--- config.mk ---
export PLATFORM = sky130hd
export DESIGN_NAME = int_core_slice
export DESIGN_NICKNAME = d
export VERILOG_FILES = /design/src/design/rv_pkg.sv /design/src/design/reg_file.sv /design/src/design/decode_stage.sv /design/src/design/id_ex_reg.sv /design/src/design/execute_stage.sv /design/src/design/int_core_slice.sv
export SDC_FILE = /design/constraint.sdc
export NUM_CORES = 2
export LEC_CHECK = 0
export BUFFER_PORTS_ARGS = -buffer_cell sky130_fd_sc_hd__buf_2
export CAP_MARGIN = 30
export CORE_ASPECT_RATIO = 0.8
export CORE_MARGIN = 5
export CORE_UTILIZATION = 31
export CTS_CLUSTER_SIZE = 10
export DETAILED_ROUTE_END_ITERATION = 10
export SLEW_MARGIN = 20
export SYNTH_ARGS = -nofsm -noshare
export SYNTH_HDL_FRONTEND = slang
export SYNTH_HIERARCHICAL = 1
export SYNTH_SLANG_ARGS = --single-unit
--- constraint.sdc ---
create_clock -name clk -period 5.7 [get_ports clk]
set_input_delay 0 -clock clk [delete_from_list [all_inputs] [get_ports clk]]
set_output_delay 0 -clock clk [all_outputs]
set_load 0.02 [all_outputs]
--- src/design/rv_pkg.sv ---
package rv_pkg;

	// architectural widths
	localparam int XLEN       = 32;
	localparam int REG_ADDR_W = 5;

	// major opcodes handled by this slice
	typedef enum logic [6:0] {
		OP     = 7'b0110011,
		OP_IMM = 7'b0010011,
		LUI    = 7'b0110111
	} opcode_e;

	// funct3 field of OP and OP_IMM
	typedef enum logic [2:0] {
		F3_ADD_SUB = 3'b000,
		F3_SLL     = 3'b001,
		F3_SLT     = 3'b010,
		F3_SLTU    = 3'b011,
		F3_XOR     = 3'b100,
		F3_SRL_SRA = 3'b101,
		F3_OR      = 3'b110,
		F3_AND     = 3'b111
	} funct3_e;

	// funct7 field, alt selects sub and sra
	typedef enum logic [6:0] {
		F7_BASE = 7'b0000000,
		F7_ALT  = 7'b0100000
	} funct7_e;

	// operations of the execute stage
	typedef enum logic [3:0] {
		ALU_ADD    = 4'd0,
		ALU_SUB    = 4'd1,
		ALU_SLL    = 4'd2,
		ALU_SLT    = 4'd3,
		ALU_SLTU   = 4'd4,
		ALU_XOR    = 4'd5,
		ALU_SRL    = 4'd6,
		ALU_SRA    = 4'd7,
		ALU_OR     = 4'd8,
		ALU_AND    = 4'd9,
		// operand 2 straight through, for lui
		ALU_PASS_B = 4'd10
	} alu_op_e;

endpackage

--- src/design/reg_file.sv ---
`timescale 1ns/1ns

module reg_file (
	input  logic        clk,
	input  logic        rst,
	input  logic [4:0]  raddr1,
	input  logic [4:0]  raddr2,
	output logic [31:0] rdata1,
	output logic [31:0] rdata2,
	input  logic        we,
	input  logic [4:0]  waddr,
	input  logic [31:0] wdata
);

	// x0 has no storage
	logic [31:0] regs [1:31];

	// x0 reads zero, a same-cycle write is bypassed
	function automatic logic [31:0] read_port(input logic [4:0] addr);
		if (addr == 5'd0) begin
			return '0;
		end
		if (we && (waddr == addr)) begin
			return wdata;
		end
		return regs[addr];
	endfunction

	always_ff @(posedge clk) begin
		if (!rst) begin
			for (int i = 1; i < 32; i++) begin
				regs[i] <= '0;
			end
		end else if (we && (waddr != 5'd0)) begin
			regs[waddr] <= wdata;
		end
	end

	always_comb begin
		rdata1 = read_port(raddr1);
		rdata2 = read_port(raddr2);
	end

endmodule

--- src/design/decode_stage.sv ---
`timescale 1ns/1ns

module decode_stage (
	input  logic [rv_pkg::XLEN-1:0]       inst,
	input  logic [rv_pkg::XLEN-1:0]       inst_pc,
	output logic [rv_pkg::REG_ADDR_W-1:0] raddr1,
	output logic [rv_pkg::REG_ADDR_W-1:0] raddr2,
	input  logic [rv_pkg::XLEN-1:0]       rdata1,
	input  logic [rv_pkg::XLEN-1:0]       rdata2,
	output logic [rv_pkg::XLEN-1:0]       dec_pc,
	output logic [rv_pkg::REG_ADDR_W-1:0] dec_rd,
	output logic [rv_pkg::REG_ADDR_W-1:0] dec_rs1,
	output logic [rv_pkg::REG_ADDR_W-1:0] dec_rs2,
	output logic                          dec_uses_rs1,
	output logic                          dec_uses_rs2,
	output logic                          dec_reg_write,
	output rv_pkg::alu_op_e               dec_alu_op,
	output logic [rv_pkg::XLEN-1:0]       dec_operand1,
	output logic [rv_pkg::XLEN-1:0]       dec_operand2
);

	import rv_pkg::*;

	opcode_e         opcode;
	funct3_e         funct3;
	logic [6:0]      funct7;
	logic [XLEN-1:0] imm_i;
	logic [XLEN-1:0] imm_u;
	logic            supported;

	// funct3 to op when funct7 is the base encoding
	function automatic alu_op_e base_op(input funct3_e f3);
		case (f3)
			F3_ADD_SUB: return ALU_ADD;
			F3_SLL:     return ALU_SLL;
			F3_SLT:     return ALU_SLT;
			F3_SLTU:    return ALU_SLTU;
			F3_XOR:     return ALU_XOR;
			F3_SRL_SRA: return ALU_SRL;
			F3_OR:      return ALU_OR;
			default:    return ALU_AND;
		endcase
	endfunction

	assign opcode = opcode_e'(inst[6:0]);
	assign funct3 = funct3_e'(inst[14:12]);
	assign funct7 = inst[31:25];

	assign imm_i = {{20{inst[31]}}, inst[31:20]};
	assign imm_u = {inst[31:12], 12'b0};

	assign raddr1  = inst[19:15];
	assign raddr2  = inst[24:20];
	assign dec_rs1 = inst[19:15];
	assign dec_rs2 = inst[24:20];
	assign dec_rd  = inst[11:7];
	assign dec_pc  = inst_pc;

	assign dec_operand1 = rdata1;

	always_comb begin
		supported    = 1'b0;
		dec_alu_op   = ALU_ADD;
		dec_uses_rs1 = 1'b0;
		dec_uses_rs2 = 1'b0;
		dec_operand2 = imm_u;
		case (opcode)
			OP: begin
				dec_uses_rs1 = 1'b1;
				dec_uses_rs2 = 1'b1;
				dec_operand2 = rdata2;
				if (funct7 == F7_BASE) begin
					supported  = 1'b1;
					dec_alu_op = base_op(funct3);
				end else if (funct7 == F7_ALT) begin
					// only sub and sra have an alt form
					supported  = (funct3 == F3_ADD_SUB) || (funct3 == F3_SRL_SRA);
					dec_alu_op = (funct3 == F3_ADD_SUB) ? ALU_SUB : ALU_SRA;
				end
			end
			OP_IMM: begin
				dec_uses_rs1 = 1'b1;
				dec_operand2 = imm_i;
				dec_alu_op   = base_op(funct3);
				if (funct3 == F3_SLL) begin
					supported = (funct7 == F7_BASE);
				end else if (funct3 == F3_SRL_SRA) begin
					supported  = (funct7 == F7_BASE) || (funct7 == F7_ALT);
					dec_alu_op = (funct7 == F7_ALT) ? ALU_SRA : ALU_SRL;
				end else begin
					supported = 1'b1;
				end
			end
			LUI: begin
				supported  = 1'b1;
				dec_alu_op = ALU_PASS_B;
			end
			default: begin
				supported = 1'b0;
			end
		endcase
	end

	// writes to x0 are dropped here
	assign dec_reg_write = supported && (dec_rd != '0);

endmodule

--- src/design/id_ex_reg.sv ---
`timescale 1ns/1ns

module id_ex_reg (
	input  logic                          clk,
	input  logic                          rst,
	input  logic                          inst_valid,
	output logic                          inst_ready,
	input  logic [rv_pkg::XLEN-1:0]       dec_pc,
	input  logic [rv_pkg::REG_ADDR_W-1:0] dec_rd,
	input  logic [rv_pkg::REG_ADDR_W-1:0] dec_rs1,
	input  logic [rv_pkg::REG_ADDR_W-1:0] dec_rs2,
	input  logic                          dec_uses_rs1,
	input  logic                          dec_uses_rs2,
	input  logic                          dec_reg_write,
	input  rv_pkg::alu_op_e               dec_alu_op,
	input  logic [rv_pkg::XLEN-1:0]       dec_operand1,
	input  logic [rv_pkg::XLEN-1:0]       dec_operand2,
	output logic                          ex_valid,
	output logic [rv_pkg::XLEN-1:0]       ex_pc,
	output logic [rv_pkg::REG_ADDR_W-1:0] ex_rd,
	output logic                          ex_reg_write,
	output rv_pkg::alu_op_e               ex_alu_op,
	output logic [rv_pkg::XLEN-1:0]       ex_operand1,
	output logic [rv_pkg::XLEN-1:0]       ex_operand2
);

	logic ex_writes;
	logic hazard_rs1;
	logic hazard_rs2;
	logic accept;

	// producer still in EX, its result is not in the file yet
	assign ex_writes  = ex_valid && ex_reg_write;
	assign hazard_rs1 = ex_writes && dec_uses_rs1 && (dec_rs1 == ex_rd);
	assign hazard_rs2 = ex_writes && dec_uses_rs2 && (dec_rs2 == ex_rd);

	// one-cycle stall, the bubble clears the hazard
	assign inst_ready = !(hazard_rs1 || hazard_rs2);
	assign accept     = inst_valid && inst_ready;

	// control state
	always_ff @(posedge clk) begin
		if (!rst) begin
			ex_valid     <= 1'b0;
			ex_reg_write <= 1'b0;
		end else begin
			ex_valid     <= accept;
			ex_reg_write <= accept && dec_reg_write;
		end
	end

	// payload, only loaded on accept
	always_ff @(posedge clk) begin
		if (accept) begin
			ex_pc       <= dec_pc;
			ex_rd       <= dec_rd;
			ex_alu_op   <= dec_alu_op;
			ex_operand1 <= dec_operand1;
			ex_operand2 <= dec_operand2;
		end
	end

endmodule

--- src/design/execute_stage.sv ---
`timescale 1ns/1ns

module execute_stage (
	input  logic                          clk,
	input  logic                          rst,
	input  logic                          ex_valid,
	input  logic [rv_pkg::XLEN-1:0]       ex_pc,
	input  logic [rv_pkg::REG_ADDR_W-1:0] ex_rd,
	input  logic                          ex_reg_write,
	input  rv_pkg::alu_op_e               ex_alu_op,
	input  logic [rv_pkg::XLEN-1:0]       ex_operand1,
	input  logic [rv_pkg::XLEN-1:0]       ex_operand2,
	output logic                          wb_valid,
	output logic [rv_pkg::XLEN-1:0]       wb_pc,
	output logic [rv_pkg::REG_ADDR_W-1:0] wb_rd,
	output logic [rv_pkg::XLEN-1:0]       wb_data
);

	import rv_pkg::*;

	logic [XLEN-1:0] alu_result;
	logic [4:0]      shamt;
	logic            lt_signed;
	logic            lt_unsigned;

	assign shamt       = ex_operand2[4:0];
	assign lt_signed   = $signed(ex_operand1) < $signed(ex_operand2);
	assign lt_unsigned = ex_operand1 < ex_operand2;

	always_comb begin
		case (ex_alu_op)
			ALU_ADD:    alu_result = ex_operand1 + ex_operand2;
			ALU_SUB:    alu_result = ex_operand1 - ex_operand2;
			ALU_SLL:    alu_result = ex_operand1 << shamt;
			ALU_SLT:    alu_result = {{(XLEN-1){1'b0}}, lt_signed};
			ALU_SLTU:   alu_result = {{(XLEN-1){1'b0}}, lt_unsigned};
			ALU_XOR:    alu_result = ex_operand1 ^ ex_operand2;
			ALU_SRL:    alu_result = ex_operand1 >> shamt;
			ALU_SRA:    alu_result = $unsigned($signed(ex_operand1) >>> shamt);
			ALU_OR:     alu_result = ex_operand1 | ex_operand2;
			ALU_AND:    alu_result = ex_operand1 & ex_operand2;
			ALU_PASS_B: alu_result = ex_operand2;
			default:    alu_result = '0;
		endcase
	end

	// only writing instructions retire
	always_ff @(posedge clk) begin
		if (!rst) begin
			wb_valid <= 1'b0;
		end else begin
			wb_valid <= ex_valid && ex_reg_write;
		end
	end

	always_ff @(posedge clk) begin
		if (ex_valid) begin
			wb_pc   <= ex_pc;
			wb_rd   <= ex_rd;
			wb_data <= alu_result;
		end
	end

endmodule

--- src/design/int_core_slice.sv ---
`timescale 1ns/1ns

module int_core_slice (
	input  logic                          clk,
	input  logic                          rst,
	input  logic                          inst_valid,
	output logic                          inst_ready,
	input  logic [rv_pkg::XLEN-1:0]       inst,
	input  logic [rv_pkg::XLEN-1:0]       inst_pc,
	output logic                          wb_valid,
	output logic [rv_pkg::XLEN-1:0]       wb_pc,
	output logic [rv_pkg::REG_ADDR_W-1:0] wb_rd,
	output logic [rv_pkg::XLEN-1:0]       wb_data
);

	import rv_pkg::*;

	// register file read side
	logic [REG_ADDR_W-1:0] raddr1;
	logic [REG_ADDR_W-1:0] raddr2;
	logic [XLEN-1:0]       rdata1;
	logic [XLEN-1:0]       rdata2;

	// decode outputs
	logic [XLEN-1:0]       dec_pc;
	logic [REG_ADDR_W-1:0] dec_rd;
	logic [REG_ADDR_W-1:0] dec_rs1;
	logic [REG_ADDR_W-1:0] dec_rs2;
	logic                  dec_uses_rs1;
	logic                  dec_uses_rs2;
	logic                  dec_reg_write;
	alu_op_e               dec_alu_op;
	logic [XLEN-1:0]       dec_operand1;
	logic [XLEN-1:0]       dec_operand2;

	// ID/EX outputs
	logic                  ex_valid;
	logic [XLEN-1:0]       ex_pc;
	logic [REG_ADDR_W-1:0] ex_rd;
	logic                  ex_reg_write;
	alu_op_e               ex_alu_op;
	logic [XLEN-1:0]       ex_operand1;
	logic [XLEN-1:0]       ex_operand2;

	decode_stage u_decode (
		.inst         (inst),
		.inst_pc      (inst_pc),
		.raddr1       (raddr1),
		.raddr2       (raddr2),
		.rdata1       (rdata1),
		.rdata2       (rdata2),
		.dec_pc       (dec_pc),
		.dec_rd       (dec_rd),
		.dec_rs1      (dec_rs1),
		.dec_rs2      (dec_rs2),
		.dec_uses_rs1 (dec_uses_rs1),
		.dec_uses_rs2 (dec_uses_rs2),
		.dec_reg_write(dec_reg_write),
		.dec_alu_op   (dec_alu_op),
		.dec_operand1 (dec_operand1),
		.dec_operand2 (dec_operand2)
	);

	// written straight from the EX/WB register
	reg_file u_reg_file (
		.clk   (clk),
		.rst   (rst),
		.raddr1(raddr1),
		.raddr2(raddr2),
		.rdata1(rdata1),
		.rdata2(rdata2),
		.we    (wb_valid),
		.waddr (wb_rd),
		.wdata (wb_data)
	);

	id_ex_reg u_id_ex (
		.clk          (clk),
		.rst          (rst),
		.inst_valid   (inst_valid),
		.inst_ready   (inst_ready),
		.dec_pc       (dec_pc),
		.dec_rd       (dec_rd),
		.dec_rs1      (dec_rs1),
		.dec_rs2      (dec_rs2),
		.dec_uses_rs1 (dec_uses_rs1),
		.dec_uses_rs2 (dec_uses_rs2),
		.dec_reg_write(dec_reg_write),
		.dec_alu_op   (dec_alu_op),
		.dec_operand1 (dec_operand1),
		.dec_operand2 (dec_operand2),
		.ex_valid     (ex_valid),
		.ex_pc        (ex_pc),
		.ex_rd        (ex_rd),
		.ex_reg_write (ex_reg_write),
		.ex_alu_op    (ex_alu_op),
		.ex_operand1  (ex_operand1),
		.ex_operand2  (ex_operand2)
	);

	execute_stage u_execute (
		.clk         (clk),
		.rst         (rst),
		.ex_valid    (ex_valid),
		.ex_pc       (ex_pc),
		.ex_rd       (ex_rd),
		.ex_reg_write(ex_reg_write),
		.ex_alu_op   (ex_alu_op),
		.ex_operand1 (ex_operand1),
		.ex_operand2 (ex_operand2),
		.wb_valid    (wb_valid),
		.wb_pc       (wb_pc),
		.wb_rd       (wb_rd),
		.wb_data     (wb_data)
	);

endmodule

==> summary by stage <==
Status
The run finished with clean final reports.

Cells and area
The area of combinational cells with multiple inputs is ~0.032 mm^2. Leaving out fill and tap cells, the most frequent cell in the layout is sky130_fd_sc_hd__edfxtp_1. Counting the fill cells in the layout gives 22.2k. The design area is 0.0802 mm^2. The sequential cell area in the final layout is 0.0360 mm^2.

The area growth from synthesis to layout is 12.7%. In the final design database the tool counted 5,728 nets. In the final layout, the share of cells above drive strength 1 is 0.194.

The library cells used most frequently in the layout, excluding fill and tap cells, are sky130_fd_sc_hd__edfxtp_1, sky130_fd_sc_hd__and2_1, sky130_fd_sc_hd__mux4_2, sky130_fd_sc_hd__mux2i_1, sky130_fd_sc_hd__nor2_1. The fraction of the core area covered by cells at the end of the flow is 0.351.

Yosys
Summed over all instances, the cell type with the most area after synthesis is sky130_fd_sc_hd__edfxtp_1. Summing every instance area after synthesis gives slightly above 0.07 mm^2. Among all flip-flop cells after synthesis, the most frequent one is sky130_fd_sc_hd__edfxtp_1. By area the synthesized netlist is led by sky130_fd_sc_hd__edfxtp_1, sky130_fd_sc_hd__mux4_2, sky130_fd_sc_hd__and2_1. The share of synthesized area in the top cell type comes to 0.505. The sequential element share of the synthesized area is 0.506.

The average cell area after synthesis is about 13 um^2. Synthesis handed over a netlist of roughly 5.6k instances. Yosys mapped a number of flops with a built-in enable equal to 1,198.

Of all flip-flops after synthesis, the portion carrying an async set or reset was 0. During synthesis, Yosys emitted a total of 6 warnings. After synthesis the netlist holds a flip-flop and latch count of 1,201. The number of distinct standard cells referenced by the synthesized netlist is ~110.

Critical path
The worst register-to-register path ends at u_execute/wb_data[28]$_DFFE_PP_. The startpoint type of the worst setup path is a flop. The kind of cell adding the most delay to the critical path is compound AO/OA/AOI/OAI gates. The maximum fanout along the worst path is 48.

The worst register-to-register path has a depth of 11. The reg-to-reg startpoint is u_id_ex/ex_operand2[1]$_DFFE_PP_. The critical path contains buffers and inverters numbering 2 combined. The data required time at the worst endpoint is about 6.3 ns.

In this design, the stage delay of the slowest critical-path cell is ~0.66 ns. The worst setup path is of the flop to flop kind. The slowest stage of the critical path is the sky130_fd_sc_hd__a2111oi_2 cell. The critical path goes through buf_4 -> buf_4 -> mux2_2 -> nand2_1 -> o31ai_1 -> and2_1 -> a211o_1 -> a2111oi_2 -> o211ai_1 -> o21ai_1 -> nand2_1. The data arrival time of the critical path is between 4 and 5 ns.

The worst reg-to-reg setup slack is 1.58 ns. The kind of end point of the critical path is a flop.

Timing
The final period utilization is 0.723. At the pin with the least slew margin, the transition time is roughly 1.2 ns. Measured against its own limit, the worst slew margin works out to 0.227. The count of final hold-check violations is 0.

Clock skew on the completed layout was measured at 0.0497 ns. Setup violations remaining at the end of the flow were counted as 0. The number of slew-limit violations in the final report came to 0.

Setup repair after global routing left no endpoint under its margin. The final-layout setup total negative slack is 0 ns. The highest attainable clock frequency is 243 MHz.

After layout, the minimum clock period comes to 4.12 ns.

Worst hold path
The worst hold path begins at inst[9]. The worst hold path passes through 2 cells. The kind of path behind the tightest hold check is input pin to flop. The hold path endpoint is u_id_ex/ex_rd[2]$_DFFE_PP_.

GRT
In the global route stage, overall resource usage came out at 0.246. The pin count of the biggest net entering global routing is 91. The via count of the first global-routing pass is around 51k. The first global-routing pass estimated 418 mm of wire. The total congestion overflow after global routing is 0. The number of antenna violations at the first check in global routing was 42.

Die
The floorplan step set the die height to 439 um. The top-level I/O count is 138. The die is 546 um wide. The initial core utilization is 0.311. The total die area is 0.239 mm^2.

The region available for standard cell placement spans 0.229 mm^2. In this run the core area contains 157 standard-cell rows.

Route
The length of the first detailed-routing pass in iterations is 6. The via density per instance is 6.23. For this run, design rule violations remaining after detail routing come to 0. Once detail routing completed, the nets flagged for antenna violations numbered 0. The routed wire length is 306 mm.

Dividing the detail-routed wire length by the instance count gives 35.4 um. For this block, the initial DRC count from the detailed router was 9,229. The total number of vias is 53.9k.

Clock tree
The clock reaches the later pin of the worst-skew pair after 0.81 ns. The clock tree from TritonCTS is yes. The clock passes through at most 3 buffers.

The clock root buffer is sky130_fd_sc_hd__clkbuf_16. The number of clock sinks is 1,201. The H-tree generated during clock tree synthesis spans 4 levels. Counting the buffers created by CTS gives 142.

The clock transition time at the flip-flop clock pins of the worst setup and hold paths is 0.07 ns. Gates resized during post-CTS repair numbered 0.

Power and ir drop
Cell internal power was estimated by the tool at 16.0 mW. The leakage dissipation is a little under 30 nW. In this run the power spent charging and discharging nets is about 6.6 mW.

Of the total power, combinational logic draws 0.164. Dividing total power by cell area gives a power density of around 280 mW/mm^2. Of the total power, the share spent switching nets is 0.292. The proportion of power drawn by the clock network is 0.377. Of the total power, registers draw 0.459. Across the VDD grid, the largest voltage drop is 278 uV.

Placed design
The total half-perimeter wirelength after legalization and detailed placement is between 150 and 200 mm. Port buffering added 137 buffers. The total placed instance area is 0.0751 mm^2. The routability-driven placement congestion ratio is 0.981.

Run
Across the run, the number of max-cap violations was 0.
==> synth_stat cells (76+ instances only) <==
master                        n
sky130_fd_sc_hd__mux4_2     425
sky130_fd_sc_hd__o21ai_0    129
sky130_fd_sc_hd__nor2_1     242
sky130_fd_sc_hd__and2_1    1003
sky130_fd_sc_hd__ha_1       100
sky130_fd_sc_hd__a21oi_1    191
sky130_fd_sc_hd__a22oi_1    120
sky130_fd_sc_hd__inv_1       90
sky130_fd_sc_hd__clkbuf_1   358
sky130_fd_sc_hd__nand2_1    190
sky130_fd_sc_hd__edfxtp_1  1198
sky130_fd_sc_hd__mux2i_1    379
sky130_fd_sc_hd__buf_4      118
sky130_fd_sc_hd__buf_2       76
==> cell type report <==
type                       count  share of cell area
clock buffer                 163              0.0455
clock inverter                25             0.00577
sequential                  1201               0.449
inverter                     104             0.00487
timing repair buffer         448              0.0446
tap                         3021              0.0471
multi-input combinational   3662               0.402
antenna                       18            0.000561
==> metal layers <==
layer | GRT usage | wire, um | vias up
met5 | 0 | 127 | -
met4 | 0.100 | 14000 | 18
met3 | 0.0787 | 42900 | 765
met2 | 0.355 | 128000 | 4339
met1 | 0.342 | 121000 | 27642
li1 | - | - | 21114
==> power by group through the flow <==
stage          Combinational, mW  Sequential, mW  Clock [mW]
6_report                    3.72            10.4        8.52
5_1_grt                     3.82            10.4        8.97
4_1_cts                     3.60            10.4        8.61
3_5_place_dp                3.53            10.5           0
3_3_place_gp                3.53            10.5           0
2_1_floorplan               2.12            10.5           0
==> stage by stage <==
| stage | total power, mW | hold WS (ns) | std cells | setup slack [ns] |
|---|---|---|---|---|
| CTS | 22.6 | 0.0100 | 8622 | 1.64 |
| global placement | 14.1 | 0.178 | 8335 | 1.62 |
| detailed placement | 14.1 | 0.179 | 8340 | 1.67 |
| finish | 22.6 | 0.0759 | 8642 | 1.58 |
| global route | 23.2 | 0.0506 | 8624 | 1.39 |
| floorplan | 12.6 | 0.146 | 5595 | 1.02 |
==> state kept, by name, indices dropped and copies added, names as in the netlist <==
| signal | flops |
|---|---|
| u_execute/wb_valid | 1 |
| u_execute/wb_data | 32 |
| u_id_ex/ex_rd | 5 |
| u_id_ex/ex_operand1 | 32 |
| u_id_ex/ex_alu_op | 4 |
| u_id_ex/ex_pc | 32 |
| u_id_ex/ex_reg_write | 1 |
| u_reg_file/regs | 1024 |
| u_execute/wb_pc | 32 |
| u_id_ex/ex_valid | 1 |
| u_execute/wb_rd | 5 |
| u_id_ex/ex_operand2 | 32 |
==> cells by family (layout without fill, tap and decap cells) <==
logic type               Yosys count  after routing  synth area share
buffers and inverters            732            740            0.0513
AND/OR/NAND/NOR                 1681           1681             0.133
XOR/XNOR                          26             26           0.00320
other                              1             50         0.0000527
flip-flops                      1201           1201             0.506
multiplexers                     823            823             0.191
AO/OA/AOI/OAI                    998            998            0.0976
adder cells (fa/ha/maj)          102            102            0.0181
==> worst max path at each step <==
stage,from,to,depth (start not counted)
floorplan,u_id_ex/ex_valid$_SDFF_PN0_,u_id_ex/ex_alu_op[0]$_DFFE_PP_,3
global placement,u_id_ex/ex_operand2[1]$_DFFE_PP_,u_execute/wb_data[28]$_DFFE_PP_,11
detailed placement,u_id_ex/ex_operand2[1]$_DFFE_PP_,u_execute/wb_data[28]$_DFFE_PP_,11
CTS,u_id_ex/ex_operand2[1]$_DFFE_PP_,u_execute/wb_data[28]$_DFFE_PP_,11
global route,u_id_ex/ex_operand2[1]$_DFFE_PP_,u_execute/wb_data[28]$_DFFE_PP_,11
finish,u_id_ex/ex_operand2[1]$_DFFE_PP_,u_execute/wb_data[28]$_DFFE_PP_,11
==> what timing repair did <==
action	CTS	global route
endpoints found under the hold margin	102	1
setup endpoints to repair	0	0
buffers inserted	0	0
hold buffers	94	1
==> worst reg2reg max path, cell delays in order (launching register included) <==
cell and delay (ns):
sky130_fd_sc_hd__edfxtp_1 0.43, sky130_fd_sc_hd__buf_4 0.41, sky130_fd_sc_hd__buf_4 0.66, sky130_fd_sc_hd__mux2_2 0.48
sky130_fd_sc_hd__nand2_1 0.07, sky130_fd_sc_hd__o31ai_1 0.11, sky130_fd_sc_hd__and2_1 0.24, sky130_fd_sc_hd__a211o_1 0.28
sky130_fd_sc_hd__a2111oi_2 0.66, sky130_fd_sc_hd__o211ai_1 0.24, sky130_fd_sc_hd__o21ai_1 0.19, sky130_fd_sc_hd__nand2_1 0.08
No activity file was read; power rests on OpenSTA's default activity.
